<file path="src/hdl/detector_pkg.sv">
`default_nettype none

package detector_pkg;

  // Integer register file
  localparam int reg_addr_width = 5;
  localparam int num_regs = 32;

  // Two issue slots, three tracked execute stages (ex1, ex2, iwb)
  localparam int num_slots = 2;
  localparam int num_stages = 3;

  // Major opcodes whose cache miss leaves a pending integer write
  localparam int opcode_width = 7;
  localparam logic [opcode_width-1:0] load_opcode = 7'b0000011;
  localparam logic [opcode_width-1:0] amo_opcode = 7'b0101111;

endpackage

`default_nettype wire

</file>
<file path="src/hdl/dep_pipeline.sv">
`timescale 1ns/100ps
`default_nettype none

module dep_pipeline
  import detector_pkg::*;
(
  input  wire                                        clk_i,
  input  wire                                        reset_i,
  input  wire                                        dispatch_v_i,
  input  wire  [reg_addr_width-1:0]                  dispatch_rd_i,
  input  wire                                        dispatch_irf_w_i,
  input  wire                                        dispatch_mem_i,
  input  wire                                        dispatch_aux_i,
  input  wire                                        dispatch_mul_i,
  input  wire                                        dispatch_mem_early_i,
  input  wire                                        dispatch_mem_final_i,
  output logic [num_stages-1:0]                      stage_v_o,
  output logic [num_stages-1:0]                      stage_mem_o,
  output logic [num_stages-1:0][reg_addr_width-1:0]  stage_rd_o,
  output logic [num_stages-1:0]                      stage_unready_o
);

  logic [num_stages-1:0] v_r;
  logic [num_stages-1:0] mem_r;
  logic [num_stages-1:0][reg_addr_width-1:0] rd_r;
  // Stage 0 result that no bypass can supply yet
  logic late0_r;
  // Mul and mem-final results that stay unready in stage 1
  logic [1:0] slow_r;
  logic late_n;
  logic slow_n;

  always_comb
  begin
    late_n = dispatch_v_i & dispatch_irf_w_i
      & (dispatch_aux_i | dispatch_mul_i | dispatch_mem_early_i | dispatch_mem_final_i);
    slow_n = dispatch_v_i & dispatch_irf_w_i & (dispatch_mul_i | dispatch_mem_final_i);
  end

  // An idle cycle shifts in an empty record
  always_ff @(posedge clk_i)
  begin
    if (reset_i)
    begin
      v_r <= '0;
      mem_r <= '0;
      late0_r <= 1'b0;
      slow_r <= '0;
    end
    else
    begin
      v_r <= {v_r[num_stages-2:0], dispatch_v_i};
      mem_r <= {mem_r[num_stages-2:0], dispatch_v_i & dispatch_mem_i};
      late0_r <= late_n;
      slow_r <= {slow_r[0], slow_n};
    end
  end

  always_ff @(posedge clk_i)
  begin
    rd_r <= {rd_r[num_stages-2:0], dispatch_rd_i};
  end

  assign stage_v_o = v_r;
  assign stage_mem_o = mem_r;
  assign stage_rd_o = rd_r;
  // Everything in iwb can be forwarded
  assign stage_unready_o = {1'b0, slow_r[1], late0_r};

endmodule

`default_nettype wire

</file>
<file path="src/hdl/hazard_detector.sv">
`timescale 1ns/100ps
`default_nettype none

module hazard_detector
  import detector_pkg::*;
(
  input  wire                                       clk_i,
  input  wire                                       reset_i,
  // Issue candidates indexed by slot
  input  wire  [num_slots-1:0][reg_addr_width-1:0]  isd_rs1_i,
  input  wire  [num_slots-1:0][reg_addr_width-1:0]  isd_rs2_i,
  input  wire  [num_slots-1:0][reg_addr_width-1:0]  isd_rd_i,
  input  wire  [num_slots-1:0]                      isd_irs1_v_i,
  input  wire  [num_slots-1:0]                      isd_irs2_v_i,
  input  wire  [num_slots-1:0]                      isd_iwb_v_i,
  input  wire  [num_slots-1:0]                      isd_fence_v_i,
  input  wire  [num_slots-1:0]                      isd_mem_v_i,
  input  wire  [num_slots-1:0]                      isd_csr_v_i,
  input  wire  [num_slots-1:0]                      isd_long_v_i,
  // Instruction dispatched this cycle
  input  wire                                       dispatch_v_i,
  input  wire  [reg_addr_width-1:0]                 dispatch_rd_i,
  input  wire                                       dispatch_irf_w_i,
  input  wire                                       dispatch_mem_i,
  input  wire                                       dispatch_late_i,
  input  wire                                       dispatch_aux_i,
  input  wire                                       dispatch_mul_i,
  input  wire                                       dispatch_mem_early_i,
  input  wire                                       dispatch_mem_final_i,
  // Commit miss and late writeback
  input  wire                                       commit_miss_i,
  input  wire  [reg_addr_width-1:0]                 commit_rd_i,
  input  wire  [opcode_width-1:0]                   commit_opcode_i,
  input  wire                                       iwb_w_v_i,
  input  wire                                       iwb_late_i,
  input  wire  [reg_addr_width-1:0]                 iwb_rd_i,
  input  wire                                       cmd_full_i,
  input  wire                                       credits_full_i,
  input  wire                                       credits_empty_i,
  input  wire                                       idiv_ready_i,
  input  wire                                       fdiv_ready_i,
  input  wire                                       mem_ready_i,
  input  wire                                       ptw_busy_i,
  input  wire                                       irq_pending_i,
  output logic [num_slots-1:0]                      dispatch_v_o,
  output logic                                      interrupt_v_o
);

  logic [num_stages-1:0] stage_v;
  logic [num_stages-1:0] stage_mem;
  logic [num_stages-1:0][reg_addr_width-1:0] stage_rd;
  logic [num_stages-1:0] stage_unready;
  logic [num_slots-1:0] sb_rs1_hit;
  logic [num_slots-1:0] sb_rs2_hit;
  logic [num_slots-1:0] sb_rd_hit;
  logic pipe_busy;
  logic fence_block;
  logic common_stall;

  dep_pipeline dep_pipe (
    .clk_i(clk_i), .reset_i(reset_i),
    .dispatch_v_i(dispatch_v_i), .dispatch_rd_i(dispatch_rd_i),
    .dispatch_irf_w_i(dispatch_irf_w_i), .dispatch_mem_i(dispatch_mem_i),
    .dispatch_aux_i(dispatch_aux_i), .dispatch_mul_i(dispatch_mul_i),
    .dispatch_mem_early_i(dispatch_mem_early_i), .dispatch_mem_final_i(dispatch_mem_final_i),
    .stage_v_o(stage_v), .stage_mem_o(stage_mem),
    .stage_rd_o(stage_rd), .stage_unready_o(stage_unready)
  );

  int_scoreboard int_sb (
    .clk_i(clk_i), .reset_i(reset_i),
    .dispatch_v_i(dispatch_v_i), .dispatch_late_i(dispatch_late_i),
    .dispatch_rd_i(dispatch_rd_i),
    .commit_miss_i(commit_miss_i), .commit_opcode_i(commit_opcode_i),
    .commit_rd_i(commit_rd_i),
    .iwb_w_v_i(iwb_w_v_i), .iwb_late_i(iwb_late_i), .iwb_rd_i(iwb_rd_i),
    .isd_rs1_i(isd_rs1_i), .isd_rs2_i(isd_rs2_i), .isd_rd_i(isd_rd_i),
    .sb_rs1_hit_o(sb_rs1_hit), .sb_rs2_hit_o(sb_rs2_hit), .sb_rd_hit_o(sb_rd_hit)
  );

  shared_stall_unit stall_unit (
    .credits_empty_i(credits_empty_i), .mem_ready_i(mem_ready_i),
    .cmd_full_i(cmd_full_i), .ptw_busy_i(ptw_busy_i), .irq_pending_i(irq_pending_i),
    .stage_v_i(stage_v), .stage_mem_i(stage_mem),
    .pipe_busy_o(pipe_busy), .fence_block_o(fence_block),
    .common_stall_o(common_stall), .interrupt_v_o(interrupt_v_o)
  );

  issue_checker slot0_checker (
    .isd_rs1_i(isd_rs1_i[0]), .isd_rs2_i(isd_rs2_i[0]), .isd_rd_i(isd_rd_i[0]),
    .isd_irs1_v_i(isd_irs1_v_i[0]), .isd_irs2_v_i(isd_irs2_v_i[0]),
    .isd_iwb_v_i(isd_iwb_v_i[0]), .isd_fence_v_i(isd_fence_v_i[0]),
    .isd_mem_v_i(isd_mem_v_i[0]), .isd_csr_v_i(isd_csr_v_i[0]),
    .isd_long_v_i(isd_long_v_i[0]),
    .stage_rd_i(stage_rd), .stage_unready_i(stage_unready),
    .sb_rs1_hit_i(sb_rs1_hit[0]), .sb_rs2_hit_i(sb_rs2_hit[0]), .sb_rd_hit_i(sb_rd_hit[0]),
    .pipe_busy_i(pipe_busy), .fence_block_i(fence_block), .common_stall_i(common_stall),
    .credits_full_i(credits_full_i), .mem_ready_i(mem_ready_i),
    .idiv_ready_i(idiv_ready_i), .fdiv_ready_i(fdiv_ready_i),
    .dispatch_v_o(dispatch_v_o[0])
  );

  issue_checker slot1_checker (
    .isd_rs1_i(isd_rs1_i[1]), .isd_rs2_i(isd_rs2_i[1]), .isd_rd_i(isd_rd_i[1]),
    .isd_irs1_v_i(isd_irs1_v_i[1]), .isd_irs2_v_i(isd_irs2_v_i[1]),
    .isd_iwb_v_i(isd_iwb_v_i[1]), .isd_fence_v_i(isd_fence_v_i[1]),
    .isd_mem_v_i(isd_mem_v_i[1]), .isd_csr_v_i(isd_csr_v_i[1]),
    .isd_long_v_i(isd_long_v_i[1]),
    .stage_rd_i(stage_rd), .stage_unready_i(stage_unready),
    .sb_rs1_hit_i(sb_rs1_hit[1]), .sb_rs2_hit_i(sb_rs2_hit[1]), .sb_rd_hit_i(sb_rd_hit[1]),
    .pipe_busy_i(pipe_busy), .fence_block_i(fence_block), .common_stall_i(common_stall),
    .credits_full_i(credits_full_i), .mem_ready_i(mem_ready_i),
    .idiv_ready_i(idiv_ready_i), .fdiv_ready_i(fdiv_ready_i),
    .dispatch_v_o(dispatch_v_o[1])
  );

endmodule

`default_nettype wire

</file>
<file path="src/hdl/int_scoreboard.sv">
`timescale 1ns/100ps
`default_nettype none

module int_scoreboard
  import detector_pkg::*;
(
  input  wire                                       clk_i,
  input  wire                                       reset_i,
  input  wire                                       dispatch_v_i,
  input  wire                                       dispatch_late_i,
  input  wire  [reg_addr_width-1:0]                 dispatch_rd_i,
  input  wire                                       commit_miss_i,
  input  wire  [opcode_width-1:0]                   commit_opcode_i,
  input  wire  [reg_addr_width-1:0]                 commit_rd_i,
  input  wire                                       iwb_w_v_i,
  input  wire                                       iwb_late_i,
  input  wire  [reg_addr_width-1:0]                 iwb_rd_i,
  input  wire  [num_slots-1:0][reg_addr_width-1:0]  isd_rs1_i,
  input  wire  [num_slots-1:0][reg_addr_width-1:0]  isd_rs2_i,
  input  wire  [num_slots-1:0][reg_addr_width-1:0]  isd_rd_i,
  output logic [num_slots-1:0]                      sb_rs1_hit_o,
  output logic [num_slots-1:0]                      sb_rs2_hit_o,
  output logic [num_slots-1:0]                      sb_rd_hit_o
);

  logic [num_regs-1:0] pending_r;
  logic [num_regs-1:0] pending_n;
  logic commit_score;
  logic score_v;
  logic clear_v;
  logic [reg_addr_width-1:0] score_rd;

  always_comb
  begin
    commit_score = commit_miss_i
      & ((commit_opcode_i == load_opcode) | (commit_opcode_i == amo_opcode));
    score_v = commit_score | (dispatch_v_i & dispatch_late_i);
    // A missed load or AMO owns the single set port
    score_rd = commit_score ? commit_rd_i : dispatch_rd_i;
    clear_v = iwb_w_v_i & iwb_late_i;
    pending_n = pending_r;
    // Clear before set, so a set to the same register wins
    if (clear_v)
      pending_n[iwb_rd_i] = 1'b0;
    if (score_v)
      pending_n[score_rd] = 1'b1;
  end

  always_ff @(posedge clk_i)
  begin
    if (reset_i)
      pending_r <= '0;
    else
      pending_r <= pending_n;
  end

  always_comb
  begin
    for (int s = 0; s < num_slots; s++)
    begin
      sb_rs1_hit_o[s] = pending_r[isd_rs1_i[s]];
      sb_rs2_hit_o[s] = pending_r[isd_rs2_i[s]];
      sb_rd_hit_o[s] = pending_r[isd_rd_i[s]];
    end
  end

endmodule

`default_nettype wire

</file>
<file path="src/hdl/issue_checker.sv">
`timescale 1ns/100ps
`default_nettype none

module issue_checker
  import detector_pkg::*;
(
  input  wire  [reg_addr_width-1:0]                  isd_rs1_i,
  input  wire  [reg_addr_width-1:0]                  isd_rs2_i,
  input  wire  [reg_addr_width-1:0]                  isd_rd_i,
  input  wire                                        isd_irs1_v_i,
  input  wire                                        isd_irs2_v_i,
  input  wire                                        isd_iwb_v_i,
  input  wire                                        isd_fence_v_i,
  input  wire                                        isd_mem_v_i,
  input  wire                                        isd_csr_v_i,
  input  wire                                        isd_long_v_i,
  input  wire  [num_stages-1:0][reg_addr_width-1:0]  stage_rd_i,
  input  wire  [num_stages-1:0]                      stage_unready_i,
  input  wire                                        sb_rs1_hit_i,
  input  wire                                        sb_rs2_hit_i,
  input  wire                                        sb_rd_hit_i,
  input  wire                                        pipe_busy_i,
  input  wire                                        fence_block_i,
  input  wire                                        common_stall_i,
  input  wire                                        credits_full_i,
  input  wire                                        mem_ready_i,
  input  wire                                        idiv_ready_i,
  input  wire                                        fdiv_ready_i,
  output logic                                       dispatch_v_o
);

  logic [num_stages-1:0] rs1_fwd_haz;
  logic [num_stages-1:0] rs2_fwd_haz;
  logic rs1_live;
  logic rs2_live;
  logic rd_live;
  logic data_haz;
  logic control_haz;
  logic struct_haz;

  always_comb
  begin
    // x0 never carries a dependency
    rs1_live = isd_irs1_v_i & (isd_rs1_i != '0);
    rs2_live = isd_irs2_v_i & (isd_rs2_i != '0);
    rd_live = isd_iwb_v_i & (isd_rd_i != '0);

    // Match against results that cannot be bypassed yet
    for (int i = 0; i < num_stages; i++)
    begin
      rs1_fwd_haz[i] = stage_unready_i[i] & (isd_rs1_i == stage_rd_i[i]);
      rs2_fwd_haz[i] = stage_unready_i[i] & (isd_rs2_i == stage_rd_i[i]);
    end

    // RAW on forwarding or scoreboard, WAW on scoreboard
    data_haz = (rs1_live & ((|rs1_fwd_haz) | sb_rs1_hit_i))
      | (rs2_live & ((|rs2_fwd_haz) | sb_rs2_hit_i))
      | (rd_live & sb_rd_hit_i);

    control_haz = (isd_fence_v_i & fence_block_i)
      | (isd_mem_v_i & credits_full_i)
      | ((isd_csr_v_i | isd_long_v_i) & pipe_busy_i);

    // Long ops need both dividers free
    struct_haz = common_stall_i
      | (isd_mem_v_i & ~mem_ready_i)
      | (isd_long_v_i & ~(idiv_ready_i & fdiv_ready_i));
  end

  assign dispatch_v_o = ~(data_haz | control_haz | struct_haz);

endmodule

`default_nettype wire

</file>
<file path="src/hdl/shared_stall_unit.sv">
`timescale 1ns/100ps
`default_nettype none

module shared_stall_unit
  import detector_pkg::*;
(
  input  wire                   credits_empty_i,
  input  wire                   mem_ready_i,
  input  wire                   cmd_full_i,
  input  wire                   ptw_busy_i,
  input  wire                   irq_pending_i,
  input  wire  [num_stages-1:0] stage_v_i,
  input  wire  [num_stages-1:0] stage_mem_i,
  output logic                  pipe_busy_o,
  output logic                  fence_block_o,
  output logic                  common_stall_o,
  output logic                  interrupt_v_o
);

  // CSR and long ops wait for an empty pipe
  assign pipe_busy_o = |stage_v_i;

  // A fence waits until every memory op has drained
  assign fence_block_o = ~credits_empty_i | (|stage_mem_i) | ~mem_ready_i;

  assign common_stall_o = ptw_busy_i | cmd_full_i;

  // Interrupts are held off during a page-table walk
  assign interrupt_v_o = irq_pending_i & ~ptw_busy_i;

endmodule

`default_nettype wire

</file>
<file path="config.mk">
export PLATFORM = sky130hd
export DESIGN_NAME = hazard_detector
export DESIGN_NICKNAME = d
export VERILOG_FILES = /design/src/hdl/detector_pkg.sv /design/src/hdl/dep_pipeline.sv /design/src/hdl/hazard_detector.sv /design/src/hdl/int_scoreboard.sv /design/src/hdl/issue_checker.sv /design/src/hdl/shared_stall_unit.sv
export SDC_FILE = /design/constraint.sdc
export NUM_CORES = 1
export LEC_CHECK = 0
export BUFFER_PORTS_ARGS = -buffer_cell sky130_fd_sc_hd__buf_2
export CORE_AREA = 2 2 87 89
export DETAILED_ROUTE_END_ITERATION = 12
export DIE_AREA = 0 0 89 91
export PLACE_DENSITY = 0.92
export SKIP_LAST_GASP = 1
export SLEW_MARGIN = 20
export SYNTH_ARGS = -nofsm -noshare
export SYNTH_HDL_FRONTEND = slang
export SYNTH_SLANG_ARGS = --single-unit
</file>
<file path="constraint.sdc">
create_clock -name clk_i -period 9.7 [get_ports clk_i]
set_clock_uncertainty 0.1 [all_clocks]
set_input_delay 1.94 -clock clk_i [delete_from_list [all_inputs] [get_ports clk_i]]
set_output_delay 1.94 -clock clk_i [all_outputs]
set_load 0.01 [all_outputs]
</file>
==> results.toml <==
[critical_path]
critical_path.max_stage_delay_ns = 0.56
cp_slowest_cell = "mux4_2"
critPathTopFamily = "multiplexers"
required_ns = 7.66
start_kind = "primary input"
arrival_ns = 4.06
rrSetupSlack_ns = 8.58
r2r_cells = 2
cp_max_fo = 9
end_kind = "primary output"
r2r-start = "int_sb.pending_r[8]"
critPathBufInv = 2
path_cells = "buf_2 > mux4_2 > mux4_2 > mux2i_1 > o221a_2 > o211a_1 > buf_2"
timing.rr.end = "int_sb.pending_r[8]"
path_class = "in -> out"

[clock_tree]
cts_buffer_depth = 2
h-tree-depth = 2
clk_latency_ns = 0.31
cts_made_buffers = 5
post_cts_buffers = 0
cts_root_buffer = "clkbuf_8"
cts_resized = 0
cts_tree = "yes"
clk_pin_slew_ns = 0.09
holdBufCountCts = 0
cts_sinks = 51

[detailed_routing]
ant_nets = 0
wl_per_cell_um = 22.76
viasPerCell = 7.182
drc = 0
finalWirelength_mm = 13.52
via_count = 4266
dr.pass1.iters = 6
drt_iter0_markers = 628

[yosys]
ys.flop_type = "dfxtp_1"
avgSynthCellArea_um2 = 9.792
ys_types = 48
synth_area_um2 = 4172
synth.area.top_cells = "mux4_2 27%, dfxtp_1 24%, xnor2_1 5.0%, a21oi_1 4.8%, nand3_1 4.6%"
synth_top_area_share_pct = 26.99
async_reset_ff_share_pct = 0
yosysWarnings = 0
synth_edf_count = 0
synth_most_common_cell = "dfxtp_1"
yosysSeqAreaShare_pct = 24.48
yosys.area.top_type = "mux4_2"
synth_common_cells = "51 x dfxtp_1, 50 x mux4_2, 40 x a21oi_1"
ys_ff_latch = 51
synth_nets = 513
syn_inst = 426

[power_and_ir_drop]
vdd_drop_max_mv = 0.08540
power_leakage_nw = 1.662
power_density_nw_per_um2 = 98.36

[min_path]
hold_depth = 1
holdPathEnd = "dep_pipe.slow_r[1]"
hp-class = "reg -> reg"
hp-start = "dep_pipe.slow_r[0]"

[timing]
slew_violations = 0
finalHoldViolCount = 0
relSlewSlack_pct = 36.82
rsz0062_at_grt = "false"
post-route-period-util_pct = 62.85
layout_min_cycle_time_ns = 6.096
clock.fmax_mhz = 164.0
worst_pin_slew_ns = 0.9460
setup_violations = 0
tns_ns = 0

[layout]
num-fill-cells = 578
nNetsFinal = 580
post-route-util_pct = 66.36
area_growth_pct = 13.53
final_layout_size_suffix_gt1_share_pct = 32.19

[die]
die_h_um = 91
fp.dieW_um = 89
core_um2 = 7137
die-area_um2 = 8099
rows = 31
initial_core_util_pct = 58.45
io_pins = 90

[global_routing]
grt_pass1_wl_mm = 21.07
grt.overflow.total = 0
grt_start_max_net_pins = 39
antenna_found_initial = 1
grt_pass1_vias = 4304
grt_usage_pct = 33.98

[place]
place_congestion = 0.9593
io_buffers = 89
dp_hpwl_mm = 9.831

[run]
drv_cap = 0

[status]
status = "completed"
-- layer usage --
layer | wire (um) | track usage, % | share of wire (%) | up-vias
met5 | 0 | 0 | 0 | -
met4 | 957 | 20.27 | 7.1 | 0
met3 | 1611 | 8.455 | 12 | 99
met2 | 6433 | 54.66 | 48 | 365
met1 | 4519 | 40.36 | 33 | 2002
li1 | - | - | - | 1800
-- area by class of cell --
type / count / area, um^2 / share of cell area [%]
multi-input cells: 343 / 3019 / 63.75
flip-flops and latches: 51 / 1021 / 21.56
repair buffers: 89 / 445.4 / 9.406
well taps: 99 / 123.9 / 2.616
clock buffers: 5 / 68.82 / 1.453
clock inverters: 3 / 43.79 / 0.9247
inverters: 3 / 11.26 / 0.2378
diodes: 1 / 2.502 / 0.05284
-- how the worst max path moves through the flow --
stage                            start         endpoint  slack (ns)  cells after the start
after global placement    isd_rs1_i[0]  dispatch_v_o[0]        3.68                      7
after floorplan            isd_rd_i[1]  dispatch_v_o[0]        3.78                      7
final                      isd_rd_i[5]  dispatch_v_o[1]        3.60                      7
after CTS                 isd_rs1_i[0]  dispatch_v_o[0]        3.65                      7
after detailed placement  isd_rs1_i[0]  dispatch_v_o[0]        3.65                      7
after global routing      isd_rs1_i[0]  dispatch_v_o[0]        3.57                      7
-- metrics by stage --
step / power (W) / cells / worst slack, ns / area (um^2) / hold slack (ns)
2_1_floorplan: 0.0002844 / 426 / 3.779 / 4172 / 0.3138
3_3_place_gp: 0.0003153 / 585 / 3.684 / 4617 / 0.3286
4_1_cts: 0.0004635 / 593 / 3.654 / 4730 / 0.3698
6_report: 0.0004658 / 594 / 3.604 / 4736 / 0.3667
3_5_place_dp: 0.0003202 / 585 / 3.653 / 4617 / 0.3522
5_1_grt: 0.0004840 / 594 / 3.571 / 4736 / 0.3726
-- logic make-up (layout without fill, tap and decap cells) --
kind of cell	count (synthesis)	in the layout	synth area share, %
buffers and inverters	32	100	3.359
other	0	1	0
xor gates and xnor gates	40	40	8.398
muxes	73	73	32.72
DFF	51	51	24.48
and+or+nand+nor	126	126	16.50
AOI/OAI and AO/OA	104	104	14.55
-- state kept, by name, indices dropped and copies added (netlist names) --
register and flops:
dep_pipe.stage_mem_o 3, dep_pipe.stage_v_o 3, dep_pipe.stage_rd_o 10, dep_pipe.slow_r 2, dep_pipe.late0_r 1, int_sb.pending_r 32
-- layout by cell type, fill, tap and decap left out, drive strengths merged, types with 5 or more instances in the layout --
cell type  Yosys  final
mux2i         16     16
clkbuf        16      5
buf           13     89
nand2         17     17
xor2          16     16
nor2b         12     12
nand4          6      6
mux4          50     50
or4            6      6
nand2b         7      7
nor2          13     13
nand3         38     38
o21ai         38     38
a21oi         40     40
mux2           7      7
xnor2         24     24
dfxtp         51     51
-- report_power, final --
| part | switching (W) | leakage (nW) | internal (W) |
|---|---|---|---|
| Combinational | 0.0000518 | 1.19 | 0.0000439 |
| Clock | 0.0000707 | 0.0581 | 0.0000768 |
| Sequential | 0.00000869 | 0.416 | 0.000214 |
| Total | 0.000131 | 1.66 | 0.000335 |
-- worst reg2reg max path: stages (launching register included) --
cell and delay (ns):
dfxtp_1 0.54, o21ai_0 0.20, a21oi_1 0.20
Power figures use the tool's default switching activity.
